**config.mk**
```make
export PLATFORM = sky130hd
export DESIGN_NAME = spiSlavePort
export DESIGN_NICKNAME = d
export VERILOG_FILES = /design/src/rtl/regPkg.sv /design/src/rtl/spiPkg.sv /design/src/rtl/spiSlavePort.sv /design/src/rtl/flashBridge.sv /design/src/rtl/misoShifter.sv /design/src/rtl/regBank.sv /design/src/rtl/spiFrameDecoder.sv /design/src/rtl/spiPinSync.sv
export SDC_FILE = /design/constraint.sdc
export NUM_CORES = 1
export LEC_CHECK = 0
export ABC_AREA = 1
export ABC_CLOCK_PERIOD_IN_PS = 8600
export BUFFER_PORTS_ARGS = -buffer_cell sky130_fd_sc_hd__buf_2
export CORE_ASPECT_RATIO = 0.6
export CORE_MARGIN = 2
export CORE_UTILIZATION = 45
export CTS_BUF_LIST = sky130_fd_sc_hd__clkbuf_16
export DETAILED_ROUTE_END_ITERATION = 8
export PLACE_DENSITY_LB_ADDON = 0.05
export SLEW_MARGIN = 0
export SYNTH_ARGS = -nofsm -noshare
export SYNTH_HDL_FRONTEND = slang
export SYNTH_HIERARCHICAL = 1
export SYNTH_SLANG_ARGS = --single-unit
```
**constraint.sdc**
```tcl
create_clock -name iSCLK -period 8.6 [get_ports iSCLK]
set_input_delay 2.15 -clock iSCLK [delete_from_list [all_inputs] [get_ports iSCLK]]
set_output_delay 2.15 -clock iSCLK [all_outputs]
set_load 0.01 [all_outputs]
```
**src/rtl/regPkg.sv**
```systemverilog
// Register map typedefs, command and response structs, write event and map constants
`default_nettype none

package regPkg;

	typedef logic [15:0] regAddr_t;
	typedef logic [31:0] regData_t;

	// Decoded frame handed to the register bank
	typedef struct packed {
		logic isRead;
		regAddr_t addr;
		regData_t data;
	} regCmd_t;

	// Read data handed to the MISO shifter
	typedef struct packed {
		regData_t data;
	} regResp_t;

	// Notice of an accepted write for the FPGA fabric
	typedef struct packed {
		logic valid;
		regAddr_t addr;
		regData_t data;
	} wrEvent_t;

	localparam int RegCount = 8;
	localparam regData_t DeviceId = 32'h5350_4901;
	localparam regData_t UnmappedRead = 32'hDEAD_BEEF;

endpackage

`default_nettype wire

```
**src/rtl/spiPkg.sv**
```systemverilog
// SPI pin and flash bus structs, frame field lengths, command codes and flash count
`default_nettype none

package spiPkg;

	// Number of external flash ports behind the bridge
	localparam int FlashCount = 3;

	// One set of SPI wires as seen on a pin group
	typedef struct packed {
		logic sck;
		logic mosi;
		logic cs;
	} spiPins_t;

	// Same wires for all flash ports, one bit per flash
	typedef struct packed {
		logic [FlashCount-1:0] sck;
		logic [FlashCount-1:0] mosi;
		logic [FlashCount-1:0] cs;
	} flashBus_t;

	// First byte of every frame
	typedef logic [7:0] spiCmd_t;

	localparam spiCmd_t CmdWrite = 8'h02;
	localparam spiCmd_t CmdRead = 8'h03;

	// Field lengths in SCK cycles
	localparam int CmdBits = 8;
	localparam int AddrBits = 16;
	localparam int DataBits = 32;

endpackage

`default_nettype wire
```
**src/rtl/spiSlavePort.sv**
```systemverilog
// SPI slave port top joining pin sync, frame decoder, register bank, MISO shifter and bridge
`timescale 1ns/100ps
`default_nettype none

module spiSlavePort (
	input wire iSCLK,
	input wire rst,
	// CPU pins
	input wire spiPkg::spiPins_t cpuPins,
	output logic cpuMiso,
	// Thru mode and flash choice
	input wire spiThru,
	input wire [spiPkg::FlashCount-1:0] deviceSel,
	// Internal flash master
	input wire spiPkg::flashBus_t fpgaBus,
	output logic [spiPkg::FlashCount-1:0] fpgaMiso,
	// External flash devices
	output spiPkg::flashBus_t flashBus,
	input wire [spiPkg::FlashCount-1:0] flashMiso,
	// Write notices to the fabric
	output regPkg::wrEvent_t wrEvent
);

	logic sckRise;
	logic sckFall;
	logic mosiBit;
	logic csActive;
	logic csStart;
	logic csEnd;
	regPkg::regCmd_t cmd;
	logic cmdValid;
	logic cmdReady;
	regPkg::regResp_t resp;
	logic respValid;
	logic respReady;
	logic shiftMiso;
	logic thruMiso;
	logic thruActive;

	spiPinSync spiPinSync_i (
		.iSCLK(iSCLK), .rst(rst), .pins(cpuPins),
		.sckRise(sckRise), .sckFall(sckFall), .mosiBit(mosiBit),
		.csActive(csActive), .csStart(csStart), .csEnd(csEnd)
	);

	// Decoder sits out frames meant for a flash
	spiFrameDecoder spiFrameDecoder_i (
		.iSCLK(iSCLK), .rst(rst), .decodeDisable(thruActive),
		.sckRise(sckRise), .mosiBit(mosiBit), .csActive(csActive), .csStart(csStart),
		.cmd(cmd), .cmdValid(cmdValid), .cmdReady(cmdReady)
	);

	regBank regBank_i (
		.iSCLK(iSCLK), .rst(rst),
		.cmd(cmd), .cmdValid(cmdValid), .cmdReady(cmdReady),
		.resp(resp), .respValid(respValid), .respReady(respReady),
		.wrEvent(wrEvent)
	);

	misoShifter misoShifter_i (
		.iSCLK(iSCLK), .rst(rst),
		.sckFall(sckFall), .csActive(csActive), .csEnd(csEnd),
		.resp(resp), .respValid(respValid), .respReady(respReady),
		.miso(shiftMiso)
	);

	flashBridge flashBridge_i (
		.iSCLK(iSCLK), .rst(rst), .cpuPins(cpuPins),
		.spiThru(spiThru), .deviceSel(deviceSel),
		.fpgaBus(fpgaBus), .flashMiso(flashMiso), .flashBus(flashBus),
		.fpgaMiso(fpgaMiso), .thruMiso(thruMiso), .thruActive(thruActive)
	);

	// Flash answers in thru mode, register data otherwise
	assign cpuMiso = thruActive ? thruMiso : shiftMiso;

endmodule

`default_nettype wire

```
**src/rtl/flashBridge.sv**
```systemverilog
// Registered pin mux from CPU or internal master to each flash and MISO return select
`timescale 1ns/100ps
`default_nettype none

module flashBridge (
	input wire iSCLK,
	input wire rst,
	input wire spiPkg::spiPins_t cpuPins,
	input wire spiThru,
	input wire [spiPkg::FlashCount-1:0] deviceSel,
	input wire spiPkg::flashBus_t fpgaBus,
	input wire [spiPkg::FlashCount-1:0] flashMiso,
	output spiPkg::flashBus_t flashBus,
	output logic [spiPkg::FlashCount-1:0] fpgaMiso,
	output logic thruMiso,
	output logic thruActive
);

	logic thruReg;
	logic misoPick;

	// Thru flag sampled once for the bridge and the decoder
	always_ff @(posedge iSCLK)
	begin
		if (rst)
			thruReg <= 1'b0;
		else
			thruReg <= spiThru;
	end

	assign thruActive = thruReg;

	// Lowest selected flash wins, idle MISO high otherwise
	always_comb
	begin
		misoPick = 1'b1;
		for (int i = spiPkg::FlashCount - 1; i >= 0; i--)
		begin
			if (deviceSel[i])
				misoPick = flashMiso[i];
		end
	end

	// Per-flash source select, internal master by default
	always_ff @(posedge iSCLK)
	begin
		for (int i = 0; i < spiPkg::FlashCount; i++)
		begin
			if (thruReg && deviceSel[i])
			begin
				flashBus.sck[i] <= cpuPins.sck;
				flashBus.mosi[i] <= cpuPins.mosi;
				flashBus.cs[i] <= cpuPins.cs;
			end
			else
			begin
				flashBus.sck[i] <= fpgaBus.sck[i];
				flashBus.mosi[i] <= fpgaBus.mosi[i];
				flashBus.cs[i] <= fpgaBus.cs[i];
			end
		end
		fpgaMiso <= flashMiso;
		thruMiso <= misoPick;
	end

endmodule

`default_nettype wire

```
**src/rtl/misoShifter.sv**
```systemverilog
// MISO shift register loading read responses and shifting MSB first on SCK fall
`timescale 1ns/100ps
`default_nettype none

module misoShifter (
	input wire iSCLK,
	input wire rst,
	input wire sckFall,
	input wire csActive,
	input wire csEnd,
	input wire regPkg::regResp_t resp,
	input wire respValid,
	output logic respReady,
	output logic miso
);

	regPkg::regData_t shiftReg;
	logic loaded;
	// First SCK fall after load belongs to the last address bit
	logic firstFall;

	// Also ready outside a frame so a late response drains
	assign respReady = !loaded;
	assign miso = loaded && shiftReg[$bits(regPkg::regData_t)-1];

	always_ff @(posedge iSCLK)
	begin
		if (rst)
		begin
			loaded <= 1'b0;
			firstFall <= 1'b0;
		end
		else if (csEnd)
			loaded <= 1'b0;
		else if (respValid && respReady)
		begin
			shiftReg <= resp.data;
			// Word taken with CS high is dropped
			loaded <= csActive;
			firstFall <= 1'b1;
		end
		else if (loaded && sckFall)
		begin
			// MSB stays out through the first fall
			if (firstFall)
				firstFall <= 1'b0;
			else
				shiftReg <= {shiftReg[$bits(regPkg::regData_t)-2:0], 1'b0};
		end
	end

endmodule

`default_nettype wire

```
**src/rtl/regBank.sv**
```systemverilog
// Register bank with device ID, write events and read responses
`timescale 1ns/100ps
`default_nettype none

module regBank (
	input wire iSCLK,
	input wire rst,
	input wire regPkg::regCmd_t cmd,
	input wire cmdValid,
	output logic cmdReady,
	output regPkg::regResp_t resp,
	output logic respValid,
	input wire respReady,
	output regPkg::wrEvent_t wrEvent
);

	regPkg::regData_t regs [regPkg::RegCount];
	logic [$clog2(regPkg::RegCount)-1:0] idx;
	logic inMap;
	logic accept;
	regPkg::regData_t readData;

	// Stall while a read result still sits in resp
	assign cmdReady = !respValid;
	assign accept = cmdValid && cmdReady;

	assign idx = cmd.addr[$clog2(regPkg::RegCount)-1:0];
	assign inMap = (int'(cmd.addr) < regPkg::RegCount);

	// Read mux
	always_comb
	begin
		if (!inMap)
			readData = regPkg::UnmappedRead;
		else if (idx == '0)
			readData = regPkg::DeviceId;
		else
			readData = regs[idx];
	end

	always_ff @(posedge iSCLK)
	begin
		if (rst)
		begin
			for (int i = 0; i < regPkg::RegCount; i++)
				regs[i] <= '0;
			respValid <= 1'b0;
			wrEvent.valid <= 1'b0;
		end
		else
		begin
			// Single-cycle event pulse
			wrEvent.valid <= 1'b0;
			if (respValid && respReady)
				respValid <= 1'b0;
			if (accept)
			begin
				if (cmd.isRead)
				begin
					resp.data <= readData;
					respValid <= 1'b1;
				end
				// ID and unmapped addresses ignore writes
				else if (inMap && idx != '0 && regs[idx] != cmd.data)
				begin
					regs[idx] <= cmd.data;
					wrEvent.valid <= 1'b1;
					wrEvent.addr <= cmd.addr;
					wrEvent.data <= cmd.data;
				end
			end
		end
	end

	// Refused command stays in place until the bank takes it
	cmdInHold: assert property (@(posedge iSCLK) disable iff (rst)
		cmdValid && !cmdReady |=> cmdValid && $stable(cmd));

endmodule

`default_nettype wire

```
**src/rtl/spiFrameDecoder.sv**
```systemverilog
// Frame decoder FSM shifting in command, address and data and issuing register commands
`timescale 1ns/100ps
`default_nettype none

module spiFrameDecoder (
	input wire iSCLK,
	input wire rst,
	input wire decodeDisable,
	input wire sckRise,
	input wire mosiBit,
	input wire csActive,
	input wire csStart,
	output regPkg::regCmd_t cmd,
	output logic cmdValid,
	input wire cmdReady
);

	typedef enum logic [2:0] {Idle, Command, Address, Data, Skip} decState_t;

	decState_t state;
	logic [5:0] bitCnt;
	logic [5:0] fieldLast;
	logic fieldDone;
	logic [spiPkg::DataBits-1:0] shiftReg;
	logic [spiPkg::DataBits-1:0] shiftNext;
	spiPkg::spiCmd_t opcode;
	logic isReadReg;
	regPkg::regAddr_t addrReg;

	// Shift register including the bit arriving now
	assign shiftNext = {shiftReg[spiPkg::DataBits-2:0], mosiBit};
	assign opcode = shiftNext[spiPkg::CmdBits-1:0];

	// Last bit index of the field being received
	always_comb
	begin
		case (state)
			Command: fieldLast = 6'(spiPkg::CmdBits - 1);
			Address: fieldLast = 6'(spiPkg::AddrBits - 1);
			default: fieldLast = 6'(spiPkg::DataBits - 1);
		endcase
	end

	assign fieldDone = (bitCnt == fieldLast);

	always_ff @(posedge iSCLK)
	begin
		if (rst)
		begin
			state <= Idle;
			bitCnt <= '0;
			cmdValid <= 1'b0;
		end
		else
		begin
			// Bank took the command
			if (cmdValid && cmdReady)
				cmdValid <= 1'b0;
			// CS high drops any partial frame
			if (!csActive)
			begin
				state <= Idle;
				bitCnt <= '0;
			end
			else if (csStart)
			begin
				state <= decodeDisable ? Skip : Command;
				bitCnt <= '0;
			end
			else if (decodeDisable)
				state <= Skip;
			else if (sckRise && state != Idle && state != Skip)
			begin
				shiftReg <= shiftNext;
				bitCnt <= fieldDone ? 6'd0 : bitCnt + 6'd1;
				if (fieldDone)
				begin
					case (state)
						Command:
						begin
							// Unknown opcodes wait out the frame
							if (opcode == spiPkg::CmdWrite || opcode == spiPkg::CmdRead)
							begin
								isReadReg <= (opcode == spiPkg::CmdRead);
								state <= Address;
							end
							else
								state <= Skip;
						end
						Address:
						begin
							addrReg <= shiftNext[spiPkg::AddrBits-1:0];
							// Read goes out now so data is ready for the data phase
							if (isReadReg)
							begin
								cmd.isRead <= 1'b1;
								cmd.addr <= shiftNext[spiPkg::AddrBits-1:0];
								cmd.data <= '0;
								cmdValid <= 1'b1;
								state <= Skip;
							end
							else
								state <= Data;
						end
						Data:
						begin
							cmd.isRead <= 1'b0;
							cmd.addr <= addrReg;
							cmd.data <= shiftNext;
							cmdValid <= 1'b1;
							state <= Skip;
						end
						default:
							state <= Skip;
					endcase
				end
			end
		end
	end

	// Pending command is held until the bank accepts it
	cmdHold: assert property (@(posedge iSCLK) disable iff (rst)
		cmdValid && !cmdReady |=> cmdValid && $stable(cmd));

endmodule

`default_nettype wire

```
**src/rtl/spiPinSync.sv**
```systemverilog
// Two-flop synchronizer for SCK, MOSI and CS with SCK edge and CS frame strobes
`timescale 1ns/100ps
`default_nettype none

module spiPinSync (
	input wire iSCLK,
	input wire rst,
	input wire spiPkg::spiPins_t pins,
	output logic sckRise,
	output logic sckFall,
	output logic mosiBit,
	output logic csActive,
	output logic csStart,
	output logic csEnd
);

	// Metastability stages and the previous synchronized sample
	spiPkg::spiPins_t syncA;
	spiPkg::spiPins_t syncB;
	spiPkg::spiPins_t prev;

	always_ff @(posedge iSCLK)
	begin
		if (rst)
		begin
			// CS idles high, SCK idles low in mode 0
			syncA <= '{sck: 1'b0, mosi: 1'b0, cs: 1'b1};
			syncB <= '{sck: 1'b0, mosi: 1'b0, cs: 1'b1};
			prev <= '{sck: 1'b0, mosi: 1'b0, cs: 1'b1};
			sckRise <= 1'b0;
			sckFall <= 1'b0;
			mosiBit <= 1'b0;
			csActive <= 1'b0;
			csStart <= 1'b0;
			csEnd <= 1'b0;
		end
		else
		begin
			syncA <= pins;
			syncB <= syncA;
			prev <= syncB;
			// Strobes registered so they line up with mosiBit
			sckRise <= syncB.sck & ~prev.sck;
			sckFall <= ~syncB.sck & prev.sck;
			mosiBit <= syncB.mosi;
			csActive <= ~syncB.cs;
			// CS falling opens a frame
			csStart <= prev.cs & ~syncB.cs;
			csEnd <= ~prev.cs & syncB.cs;
		end
	end

endmodule

`default_nettype wire

```
Word-level counts from Yosys, hierarchy flattened
Memory sizes are Yosys's and may differ from the RTL's. A register that Yosys moved wholly into a read port is not among the register bits.
Cells that the tools add are included.
{"block": "totals", "reg_bits": 251, "mem_bits_rw": 256, "in_bits": 21, "output_inout_bits": 62, "word_cells": 158, "memories": 1}
{"memory": "regBank_i.regs", "words": 8, "width": 32, "rd": 1, "rd_clocked_by_memory_dff": 1, "write_ports": 8, "line": "regBank.sv:17", "text": "regPkg::regData_t regs [regPkg::RegCount];"}
{"block": "classes", "n_addsub": 1, "magnitude_cmp": 1, "n_eq_ne": 10, "muxes": 54, "n_bitwise": 16, "reduce_logical": 37}
{"op": "2-to-1 mux 32 bit", "n": 5}
{"op": "2-to-1 mux 49 bit", "n": 2}
{"op": "case mux 49 bit (2 select lines)", "n": 1}
{"op": "2-to-1 mux 1 bit", "n": 33}
{"op": "!= test 32 bit", "n": 1}
{"op": "OR reduction 32 bit", "n": 1}
{"op": "2-to-1 mux 3 bit", "n": 9}
{"op": "== test 8 x 2 -> 1 bit (second input constant)", "n": 2}
{"op": "< comparator 16 x 4 -> 1 bit (second input constant)", "n": 1}
{"op": "AND reduction 8 bit", "n": 2}
{"op": "inverter 1 bit", "n": 12}
{"op": "nonzero test 3 bit", "n": 4}
{"op": "logical AND 1 bit", "n": 11}
{"op": "case mux 5 bit (2 select lines)", "n": 1}
{"op": "AND reduction 4 bit", "n": 2}
{"op": "AND reduction 7 bit", "n": 1}
{"op": "adder 6 x 1 -> 6 bit (second input constant)", "n": 1}
{"op": "== test 3 x 2 -> 1 bit (second input constant)", "n": 2}
{"op": "== test 6 x 5 -> 1 bit", "n": 1}
{"op": "2-to-1 mux 6 bit", "n": 1}
{"op": "case mux 3 bit (2 select lines)", "n": 1}
{"op": "AND reduction 2 bit", "n": 3}
{"op": "OR reduction 2 bit", "n": 3}
{"op": "OR reduction 3 bit", "n": 2}
{"op": "other kinds (12)", "n": 17}

Longest topological paths before layout
Gate-level depths: netlist of the first run.
{"block": "logic_depth", "depth_word": 10, "ltp_mapped": 20, "mapped_depth_nobuf": 17}

Modules after synthesis
Netlist of the first run, hierarchy kept.
{"module": "regBank", "instances": 1, "cells_per_inst": 1524, "area_per_inst_um2": 15162.0, "seq_area_each_um2": 10129.7}
{"module": "spiFrameDecoder", "instances": 1, "cells_per_inst": 301, "area_per_inst_um2": 4007.6, "seq_area_each_um2": 3113.0}
{"module": "misoShifter", "instances": 1, "cells_per_inst": 154, "area_per_inst_um2": 1532.7, "seq_area_each_um2": 1001.0}
{"module": "flashBridge", "instances": 1, "cells_per_inst": 47, "area_per_inst_um2": 416.6, "seq_area_each_um2": 280.3}
{"module": "spiPinSync", "instances": 1, "cells_per_inst": 40, "area_per_inst_um2": 390.4, "seq_area_each_um2": 280.3}
{"module": "spiSlavePort", "instances": 1, "cells_per_inst": 4, "area_per_inst_um2": 15.0, "seq_area_each_um2": 0.0}

Least setup slack after synthesis of the first run
No wires, ideal clock.
{"block": "synth_timing", "kind": "input to register", "start": "input port rst", "end": "register spiFrameDecoder_i/cmd[0] (netlist name)", "setup_time_ns": 0.457, "t_arrival_ns": 4.856, "required_time_ns": 8.143, "path_slack_ns": 3.287, "cell_stages": 7, "path_buffers": 0, "path_cell_list": "inv_1 -> nand2_1 -> nor2_1 -> nand2_1 -> nor2_1 -> inv_1 -> nor2_1"}
{"block": "synth_via", "elab_chain_len": 2}
{"element": "start, declared", "line": "spiSlavePort.sv:7", "text": "input wire rst,"}
{"element": "inverter 1 bit (no line)"}
{"element": "AND reduction 8 bit (no line)"}
No other way between the ends.
A chain may end at the register's enable or synchronous reset.

==> flow_metrics.py, run 1 <==
metrics = {
    "drt": {
        "maxUsedRoutingLayer": "met4",
        "drt-total-wl_mm": 51.9,
        "first_pass_iters": 6,
        "vias_per_cell": 4.90,
        "wl_met1_mm": 26.2,
        "wl_met3_mm": 2.17,
        "drtIter0Drc": 1104,
        "wl_met2_mm": 22.6,
        "vias": 14000,
        "avgRoutedWirePerCell_um": 18.2,
        "ant_nets": 0,
        "drc_errors": 0,
    },
    "floorplanning": {
        "io-pin-count": 83,
        "rows": 62,
        "core_area_mm2": 0.0476,
        "die_h_um": 173,
        "start_util_pct": 45.3,
        "die_area_mm2": 0.0497,
        "die_w_um": 286,
    },
    "power_and_ir_drop": {
        "fin_total_pwr_uw": 4900,
        "ir_worst_vdd_mv": 0.137,
        "power_density_mw_per_mm2": 205,
        "p_leak_uw": 0.00962,
    },
    "synthesis": {
        "ys.warnings.count": 6,
        "synth_largest_area_cell": "edfxtp_1",
        "ys_seq_area_share_pct": 68.8,
        "yosys.area.top_type_share_pct": 64.9,
        "ys_seq_elements": 507,
        "synthCells": 2070,
        "syn-mean-instance-area_um2": 10.4,
        "synthTopCellsByArea": "edfxtp_1 65%, nand2_1 12%, nor2_1 6.8%",
        "syn_area_mm2": 0.0215,
        "synth.distinct_cells": 41,
    },
    "cts": {
        "path_clk_slew_ps": 60,
        "cts_tree": "yes",
        "cts_htree_levels": 2,
        "numCtsBuffers": 49,
        "cts_sinks": 507,
        "ctsResizeCount": 0,
        "postCtsHoldBufs": 0,
        "insertion_delay_ps": 580,
        "clock_path_buffers": 3,
        "post-cts-setup-buffer-count": 0,
        "ctsRootBufferMaster": "clkbuf_16",
    },
    "placed_design": {
        "post-dp-hpwl_mm": 35.0,
        "placement.io_buffers": 82,
        "place_congestion": 0.823,
        "pre_cts_ws_ps": 2750,
    },
    "grt": {
        "antenna_found_initial": 0,
        "grt_pass1_vias": 13400,
        "track_usage_pct": 21.2,
        "gr-total-overflow": 0,
        "grt_max_degree": 83,
        "grt_pass1_wl_mm": 80.1,
    },
    "timing": {
        "drv_slew": 0,
        "fmax_mhz": 193,
        "finalSetupTns_ps": 0,
        "min_period_ps": 5190,
        "rsz0062_at_grt": "false",
        "finalSetupViolCount": 0,
        "skew_ps": 31.2,
        "slew_headroom_pct": 29.3,
        "fin_ws_ps": 3410,
        "tightest_slew_ps": 1060,
        "finalCritPeriodShare_pct": 60.4,
        "finalHoldViolCount": 0,
    },
    "setup_path": {
        "crit_arrival_ps": 5420,
        "crit_type": "in2reg",
        "slowest_delay_ps": 710,
        "cpMostUsedCell": "buf_4",
        "slowest_stage": "nor3_4",
        "cp_cell_sequence": "buf_2, buf_4, inv_1, nand3_1, nor3_4, nand3_4, nand2_1, buf_4",
        "cp_max_fo": 48,
        "crit_path_end_kind": "register",
        "reg2reg_slack_ps": 3610,
        "critPathLaunchType": "input pin",
        "required_ps": 8830,
    },
    "cells_and_area": {
        "final_common_cell": "nand2_1",
        "area_growth_syn_to_layout_pct": 11.4,
        "utilization_pct": 50.4,
        "fin_nets": 2196,
        "fill_cells": 4478,
        "final_cell_mix": "677 x nand2_1, 465 x edfxtp_1, 385 x nor2_1",
        "ff_latch_area_mm2": 0.0148,
        "drive_gt1_share_pct": 10.3,
        "antenna_cells": 0,
        "multi_input_area_mm2": 0.00556,
    },
    "run": {
        "max_cap_viol_count": 0,
    },
    "worst_hold_path": {
        "hp-class": "reg2reg",
    },
    "outcome": {
        "run_status": "completed",
    },
}
-- cells by family after synthesis --
family,share of synthesized area (%)
AOI/OAI and AO/OA,2.29
and+or+nand+nor,22.5
xor gates and xnor gates,0.285
adders and majority gates,0.0581
buffers and inverters,6.10
other,0.0174
DFF,68.8
-- per-layer routing --
metal / vias to the layer above / track usage, %
li1: 6853 / -
met1: 6816 / 33.1
met2: 244 / 31.5
met3: 66 / 2.79
met4: 0 / 4.82
met5: - / 0
-- critical path: cells and delay by family --
family	cells	cell delay [ps]
and+or+nand+nor	4	2050
buffers and inverters	4	1160
-- cell type report --
type / instances / share of cell area [%]
sequential: 507 / 61.8
multi-input combinational: 1316 / 23.2
clock buffer: 50 / 5.22
tap: 640 / 3.34
inverter: 196 / 3.10
timing repair buffer: 104 / 2.40
clock inverter: 40 / 1.00
-- flip-flops by register name (all words and copies together) (netlist names), 6 cells and up --
register,flops
misoShifter_i/shiftReg,32
regBank_i/regs,256
spiFrameDecoder_i/cmd,49
spiFrameDecoder_i/shiftReg,31
flashBridge_i/flashBus,9
regBank_i/wrEvent,49
spiFrameDecoder_i/bitCnt,6
spiFrameDecoder_i/addrReg,16
regBank_i/resp,32
-- report_power, final --
part	leakage (µW)	switching, µW	internal (µW)
logic	0.00407	74.7	30.8
clock network	0.000782	920	1110
registers	0.00477	21.6	2740
total	0.00962	1020	3890
-- cell usage after synthesis (all sizes together) --
library cell,n
nand4,1
clkinv,1
a31o,1
nand2,692
o21bai,1
or2,6
a21oi,30
clkbuf,8
nor3,10
and2,4
nor2,398
nor4,1
o211ai,14
o32ai,1
nand3,74
ha,1
xor2,7
buf,74
edfxtp,465
conb,1
inv,195
or4,1
o21ai,41
nor3b,1
dfxtp,42
-- path summary, 6_finish.rpt --
check	start	to	depth (start not counted)
worst min register to register	spiPinSync_i/syncA[2]	spiPinSync_i/syncB[2]	2
worst min-delay path	spiPinSync_i/syncA[2]	spiPinSync_i/syncB[2]	2
worst max register to register	spiFrameDecoder_i/cmd[32]	regBank_i/regs[1][13]	16
worst max-delay path	rst	regBank_i/regs[1][13]	8
-- through the flow --
step,std cells,hold WS (ps),cell area (µm²)
global placement,2763,399,22500
floorplan,2101,383,21600
global route,2853,413,24000
CTS,2853,401,24000
detailed placement,2763,394,22500
finish,2853,400,24000
No activity file was read; power rests on OpenSTA's default activity.
==> run 2, diff against run 1 <==
ABC_AREA = 0   (was 1)
ABC_CLOCK_PERIOD_IN_PS = 4400   (was 8600)
clock period = 4.4 ns   (was 8.6 ns; I/O delays follow)
==> flow_metrics.py, run 2 <==
metrics = {
    "run": {
        "max_cap_viol_count": 0,
    },
    "grt": {
        "grt_pass1_vias": 12100,
        "gr-total-overflow": 0,
        "grt_use_met2_pct": 32.5,
        "grt_use_met3_pct": 4.63,
        "antenna_found_initial": 1,
        "top_usage_layer": "met1",
        "track_usage_pct": 23.4,
        "grt_pass1_wl_mm": 82.8,
        "use_met1_pct": 37.4,
        "grt_max_degree": 65,
    },
    "synthesis": {
        "ys_async_sr_fraction_pct": 0,
        "synth_common_cells": "465 x edfxtp_1, 203 x nor3_1, 93 x nand2_1, 67 x and2_1, 58 x mux2i_1",
        "synthTopCellsByArea": "edfxtp_1 66%, nor3_1 4.8%, dfxtp_1 4.0%",
        "synthFlopType": "edfxtp_1",
        "syn_area_mm2": 0.0211,
        "synth_edf_count": 465,
        "synthCells": 1395,
        "yosys.area.top_type_share_pct": 66.3,
        "ys_seq_elements": 507,
        "ys.warnings.count": 6,
        "synth.distinct_cells": 71,
        "yosysMostFrequentCell": "edfxtp_1",
        "synth_largest_area_cell": "edfxtp_1",
        "ys_seq_area_share_pct": 70.3,
        "syn-mean-instance-area_um2": 15.1,
    },
    "cells_and_area": {
        "largest_register_ffs": 256,
        "antenna_cells": 0,
        "final_common_cell": "edfxtp_1",
        "fin_nets": 1585,
        "drive_gt1_share_pct": 23.5,
        "multi_input_area_mm2": 0.00590,
        "area_growth_syn_to_layout_pct": 17.0,
        "final_cell_mix": "465 x edfxtp_1, 201 x nor3_1, 92 x nand2_1",
        "largest_register": "regBank_i/regs",
        "final_cell_count_no_fill": 2229,
        "fill_cells": 3916,
        "top_regs": "regBank_i/regs (256), regBank_i/wrEvent (49), spiFrameDecoder_i/cmd (49)",
        "ff_latch_area_mm2": 0.0148,
    },
    "placed_design": {
        "post-dp-hpwl_mm": 36.5,
        "place_congestion": 0.836,
        "placement.io_buffers": 82,
        "place_inst": 2143,
        "pre_cts_ws_ps": 326,
    },
    "cts": {
        "cts_tree": "yes",
        "clock_path_buffers": 3,
        "cts_htree_levels": 2,
        "insertion_delay_ps": 590,
        "path_clk_slew_ps": 60,
        "numCtsBuffers": 48,
        "ctsRootBufferMaster": "clkbuf_16",
        "postCtsHoldBufs": 0,
        "post-cts-setup-buffer-count": 0,
        "ctsResizeCount": 0,
        "cts_sinks": 507,
    },
    "floorplanning": {
        "rows": 61,
        "die_w_um": 283,
        "start_util_pct": 45.5,
        "die_area_mm2": 0.0486,
        "core_area_mm2": 0.0463,
        "io-pin-count": 83,
        "die_h_um": 172,
    },
    "drt": {
        "vias_per_cell": 5.61,
        "ant_nets": 0,
        "drc_errors": 0,
        "drt-total-wl_mm": 56.5,
        "drtIter0Drc": 1335,
        "first_pass_iters": 5,
        "vias": 12500,
        "avgRoutedWirePerCell_um": 25.3,
    },
    "timing": {
        "tightest_slew_ps": 1060,
        "rsz0062_at_grt": "false",
        "drv_slew": 0,
        "finalHoldViolCount": 0,
        "finalSetupViolCount": 0,
        "fin_ws_ps": 212,
        "finalSetupTns_ps": 0,
        "finalCritPeriodShare_pct": 95.2,
        "min_period_ps": 4190,
        "skew_ps": 26.5,
        "fmax_mhz": 239,
        "slew_headroom_pct": 28.8,
    },
    "power_and_ir_drop": {
        "fin_total_pwr_uw": 9990,
        "p_leak_uw": 0.00848,
        "ir_worst_vdd_mv": 0.246,
        "power_density_mw_per_mm2": 406,
    },
    "worst_hold_path": {
        "hp-class": "reg2reg",
    },
    "setup_path": {
        "cp_max_fo": 29,
        "required_ps": 4720,
        "crit_arrival_ps": 4510,
        "crit_type": "reg2reg",
        "slowest_stage": "or4_1",
        "slowest_delay_ps": 690,
        "cp_cell_sequence": "buf_12, inv_2, buf_4, o2bb2ai_1, a221oi_1, xor2_1, nand4_1, or4_1, o21ai_4, inv_2, a31o_2, buf_12",
        "crit_path_end_kind": "register",
        "critPathLaunchType": "register",
    },
    "outcome": {
        "run_status": "completed",
    },
}
## run 2: cell count changes after synthesis, moves of 19 or more
cell and change:
nand2_1 -584, clkbuf_1 +39, buf_6 -21, nor2_1 -358, mux2_2 +43, mux2i_1 +58, xnor2_1 +19, and2_1 +63
inv_1 -178, nor3_1 +195, mux4_2 +26, mux2_4 +30, nand3_1 -56
## run 2: area by class of cell
class                      instances  share of cell area [%]
tap                              630                    3.20
multi-input combinational        810                    23.9
timing repair buffer             182                    5.93
sequential                       507                    60.1
clock buffer                      51                    5.18
clock inverter                    35                    1.40
inverter                          14                   0.213
## run 2: per-stage QoR
step           util (%)  instance area (µm²)  hold slack [ps]
5_1_grt            53.2                24600              416
3_5_place_dp       49.7                23000              389
6_report           53.2                24600              405
4_1_cts            53.2                24600              410
2_1_floorplan         -                21200              383
3_3_place_gp       49.7                23000              391
## run 2: path summary, 6_finish.rpt
check	startpoint	cells past startpoint	slack, ps	end
setup / recovery	spiFrameDecoder_i/cmd[32]	12	210	regBank_i/regs[4][2]
hold / removal	spiPinSync_i/syncA[0]	1	410	spiPinSync_i/syncB[0]
setup reg to reg	spiFrameDecoder_i/cmd[32]	12	210	regBank_i/regs[4][2]
hold reg to reg	spiPinSync_i/syncA[0]	1	410	spiPinSync_i/syncB[0]
## run 2: kinds of logic (layout without fill, tap and decap cells)
group,after synthesis,in the layout,share of synthesized area (%)
xor+xnor,32,32,1.33
buf+inv,109,282,2.73
flops,507,507,70.3
other cells,1,32,0.0178
simple gates,471,471,11.5
mux,161,161,10.2
fa+ha+maj,1,1,0.0594
compound gates,113,113,3.86
## run 2: critical path, delay by kind of cell, from the launching register on
family	cells	cell delay [ps]
xor gates and xnor gates	1	200
buffers and inverters	5	1220
DFF	1	420
and+or+nand+nor	2	880
AOI/OAI and AO/OA	4	1150
## run 2: report_power, final
group          switching (µW)  internal [µW]
combinational             154            112
clock                    1820           2500
sequential               43.3           5360
total                    2020           7970
## run 2: per-layer routing
metal	part of all wire [%]	wire, µm
met3	7.8	4430
met1	50	28100
met5	0	0
met2	41	22900
met4	1.9	1070
==> run 3, diff against run 2 <==
--- a/config.mk
+++ b/config.mk
@@ -9,4 +9,5 @@
 export ABC_CLOCK_PERIOD_IN_PS = 4400
 export BUFFER_PORTS_ARGS = -buffer_cell sky130_fd_sc_hd__buf_2
+export CAP_MARGIN = 0
 export CORE_ASPECT_RATIO = 0.6
 export CORE_MARGIN = 2
==> constraint.sdc (replaced) <==
create_clock -name iSCLK -period 4.4 [get_ports iSCLK]
set_input_delay 0 -clock iSCLK [delete_from_list [all_inputs] [get_ports iSCLK]]
set_output_delay 0 -clock iSCLK [all_outputs]
set_load 0.01 [all_outputs]
==> flow_metrics.py, run 3 (same netlist as run 2, synthesis figures left out) <==
metrics = {
    "cts": {
        "path_clk_slew_ps": 70,
        "ctsRootBufferMaster": "clkbuf_16",
        "numCtsBuffers": 47,
        "cts_sinks": 507,
        "clock_path_buffers": 3,
        "ctsResizeCount": 0,
        "cts_tree": "yes",
        "post-cts-setup-buffer-count": 0,
        "insertion_delay_ps": 590,
        "cts_htree_levels": 2,
    },
    "cells_and_area": {
        "top_regs": "regBank_i/regs (256), regBank_i/wrEvent (49), spiFrameDecoder_i/cmd (49)",
        "final_common_cell": "edfxtp_1",
        "final_area_mm2": 0.0247,
        "fill_cells": 3913,
        "largest_register_ffs": 256,
        "final_cell_count_no_fill": 2251,
        "final_cell_mix": "465 x edfxtp_1, 201 x nor3_1, 92 x nand2_1",
        "area_growth_syn_to_layout_pct": 17.4,
        "largest_register": "regBank_i/regs",
        "fin_nets": 1604,
        "drive_gt1_share_pct": 22.2,
    },
    "grt": {
        "track_usage_pct": 23.6,
        "grt_pass1_vias": 12100,
        "grt_pass1_wl_mm": 83.3,
        "gr-total-overflow": 0,
        "grt_max_degree": 65,
        "antenna_found_initial": 1,
    },
    "setup_path": {
        "cpMostUsedCell": "buf_12",
        "regToRegEndpoint": "regBank_i/regs[1][21]",
        "required_ps": 4720,
        "crit_path_end_kind": "register",
        "reg2reg_slack_ps": 350,
        "worst-r2r-cell-count": 11,
        "crit_arrival_ps": 4370,
        "cp_max_fo": 22,
        "critPathLaunchType": "register",
        "slowest_stage": "or4_1",
        "cp_cell_sequence": "buf_12, buf_12, mux4_2, mux2i_1, xnor2_1, a21oi_1, nand4_1, or4_1, o2111a_1, or2_2, buf_12",
        "slowest_delay_ps": 600,
        "crit_type": "reg2reg",
        "r2r-start": "spiFrameDecoder_i/cmd[33]",
    },
    "outcome": {
        "run_status": "completed",
    },
    "floorplanning": {
        "die_h_um": 172,
        "die_w_um": 283,
        "core_area_mm2": 0.0463,
        "start_util_pct": 45.5,
        "rows": 61,
        "io-pin-count": 83,
        "die_area_mm2": 0.0486,
    },
    "placed_design": {
        "post-dp-hpwl_mm": 37.1,
        "placement.io_buffers": 82,
        "place_congestion": 0.840,
        "place_area_mm2": 0.0230,
        "place_inst": 2135,
    },
    "timing": {
        "finalCritPeriodShare_pct": 92.0,
        "finalHoldViolCount": 0,
        "drv_slew": 0,
        "min_period_ps": 4050,
        "skew_ps": 27.3,
        "slew_headroom_pct": 26.7,
        "rsz0062_at_grt": "false",
        "timing.hold.ws_ps": 98.8,
        "fmax_mhz": 247,
        "finalSetupViolCount": 0,
        "tightest_slew_ps": 1090,
    },
    "drt": {
        "first_pass_iters": 5,
        "drc_errors": 0,
        "drt-total-wl_mm": 57.2,
        "vias": 12600,
        "drtIter0Drc": 1304,
        "vias_per_cell": 5.59,
        "ant_nets": 0,
        "avgRoutedWirePerCell_um": 25.4,
    },
    "run": {
        "max_cap_viol_count": 0,
    },
    "power_and_ir_drop": {
        "power_density_mw_per_mm2": 390,
        "p_leak_uw": 0.00849,
        "fin_total_pwr_uw": 9650,
        "ir_worst_vdd_mv": 0.253,
    },
    "worst_hold_path": {
        "hp-class": "in2reg",
        "hold_depth": 2,
        "holdPathEnd": "flashBridge_i/fpgaMiso[1]",
        "holdCritStartpoint": "flashMiso[1]",
    },
}
-- run 3: cell types whose count changed in the layout (fill, tap and decap cells not counted), moves of 3 or more --
cell / delta
buf_4: -11
bufinv_16: -3
dlygate4sd3_1: +28
buf_12: +3
clkinv_1: +8
clkbuf_16: -4
-- run 3: worst max path at each step --
stage	start	to	slack, ps	depth (start not counted)
final	spiFrameDecoder_i/cmd[33]	regBank_i/regs[1][21]	350	11
after global routing	spiFrameDecoder_i/cmd[33]	regBank_i/regs[7][3]	270	12
after CTS	spiFrameDecoder_i/cmd[33]	regBank_i/regs[3][1]	430	12
after detailed placement	spiFrameDecoder_i/cmd[33]	regBank_i/regs[7][8]	470	12
after global placement	spiFrameDecoder_i/cmd[33]	regBank_i/regs[1][21]	450	11
after floorplan	spiFrameDecoder_i/cmd[33]	regBank_i/regs[5][0]	-720	13
-- run 3: cell type report --
| class | instances | area (µm²) | share of cell area [%] |
|---|---|---|---|
| diodes | 1 | 2.50 | 0.0101 |
| clock inverters | 40 | 287 | 1.16 |
| repair buffers | 202 | 1720 | 6.95 |
| well taps | 630 | 788 | 3.19 |
| multi-input cells | 810 | 5900 | 23.8 |
| inverters | 14 | 52.6 | 0.213 |
| clock buffers | 47 | 1180 | 4.76 |
| flip-flops and latches | 507 | 14800 | 59.9 |
-- run 3: power breakdown --
group	internal, µW	leakage [µW]	switching (µW)	total (µW)
clock	2180	0.000761	1780	3960
sequential	5360	0.00472	45.6	5400
combinational	128	0.00301	163	291
-- run 3: timing repair --
action                                  in CTS  in global routing
endpoints found under the setup margin       0                  0
hold endpoints to repair                    19                  0
hold buffers                                28                  0
-- run 3: stage by stage --
| stage | utilization [%] | setup WS [ps] | setup TNS, ps |
|---|---|---|---|
| 2_1_floorplan | - | -725 | -92750 |
| 3_3_place_gp | 49.7 | 453 | 0 |
| 3_5_place_dp | 49.7 | 466 | 0 |
| 4_1_cts | 53.5 | 428 | 0 |
| 5_1_grt | 53.5 | 266 | 0 |
| 6_report | 53.5 | 354 | 0 |
-- run 3: per-layer routing --
metal,part of all wire (%),GRT usage [%],wire length [µm]
met3,7.8,4.18,4450
met2,41,32.6,23400
met1,50,38.2,28500
met4,1.6,5.11,903
met5,0,0,0
-- run 3: critical path, delay by kind of cell (launching register included) --
kind / cells / cell delay (ps)
flip-flops: 1 / 370
AO/OA/AOI/OAI: 2 / 590
XOR/XNOR: 1 / 230
buffers and inverters: 3 / 610
AND/OR/NAND/NOR: 3 / 1060
multiplexers: 2 / 880
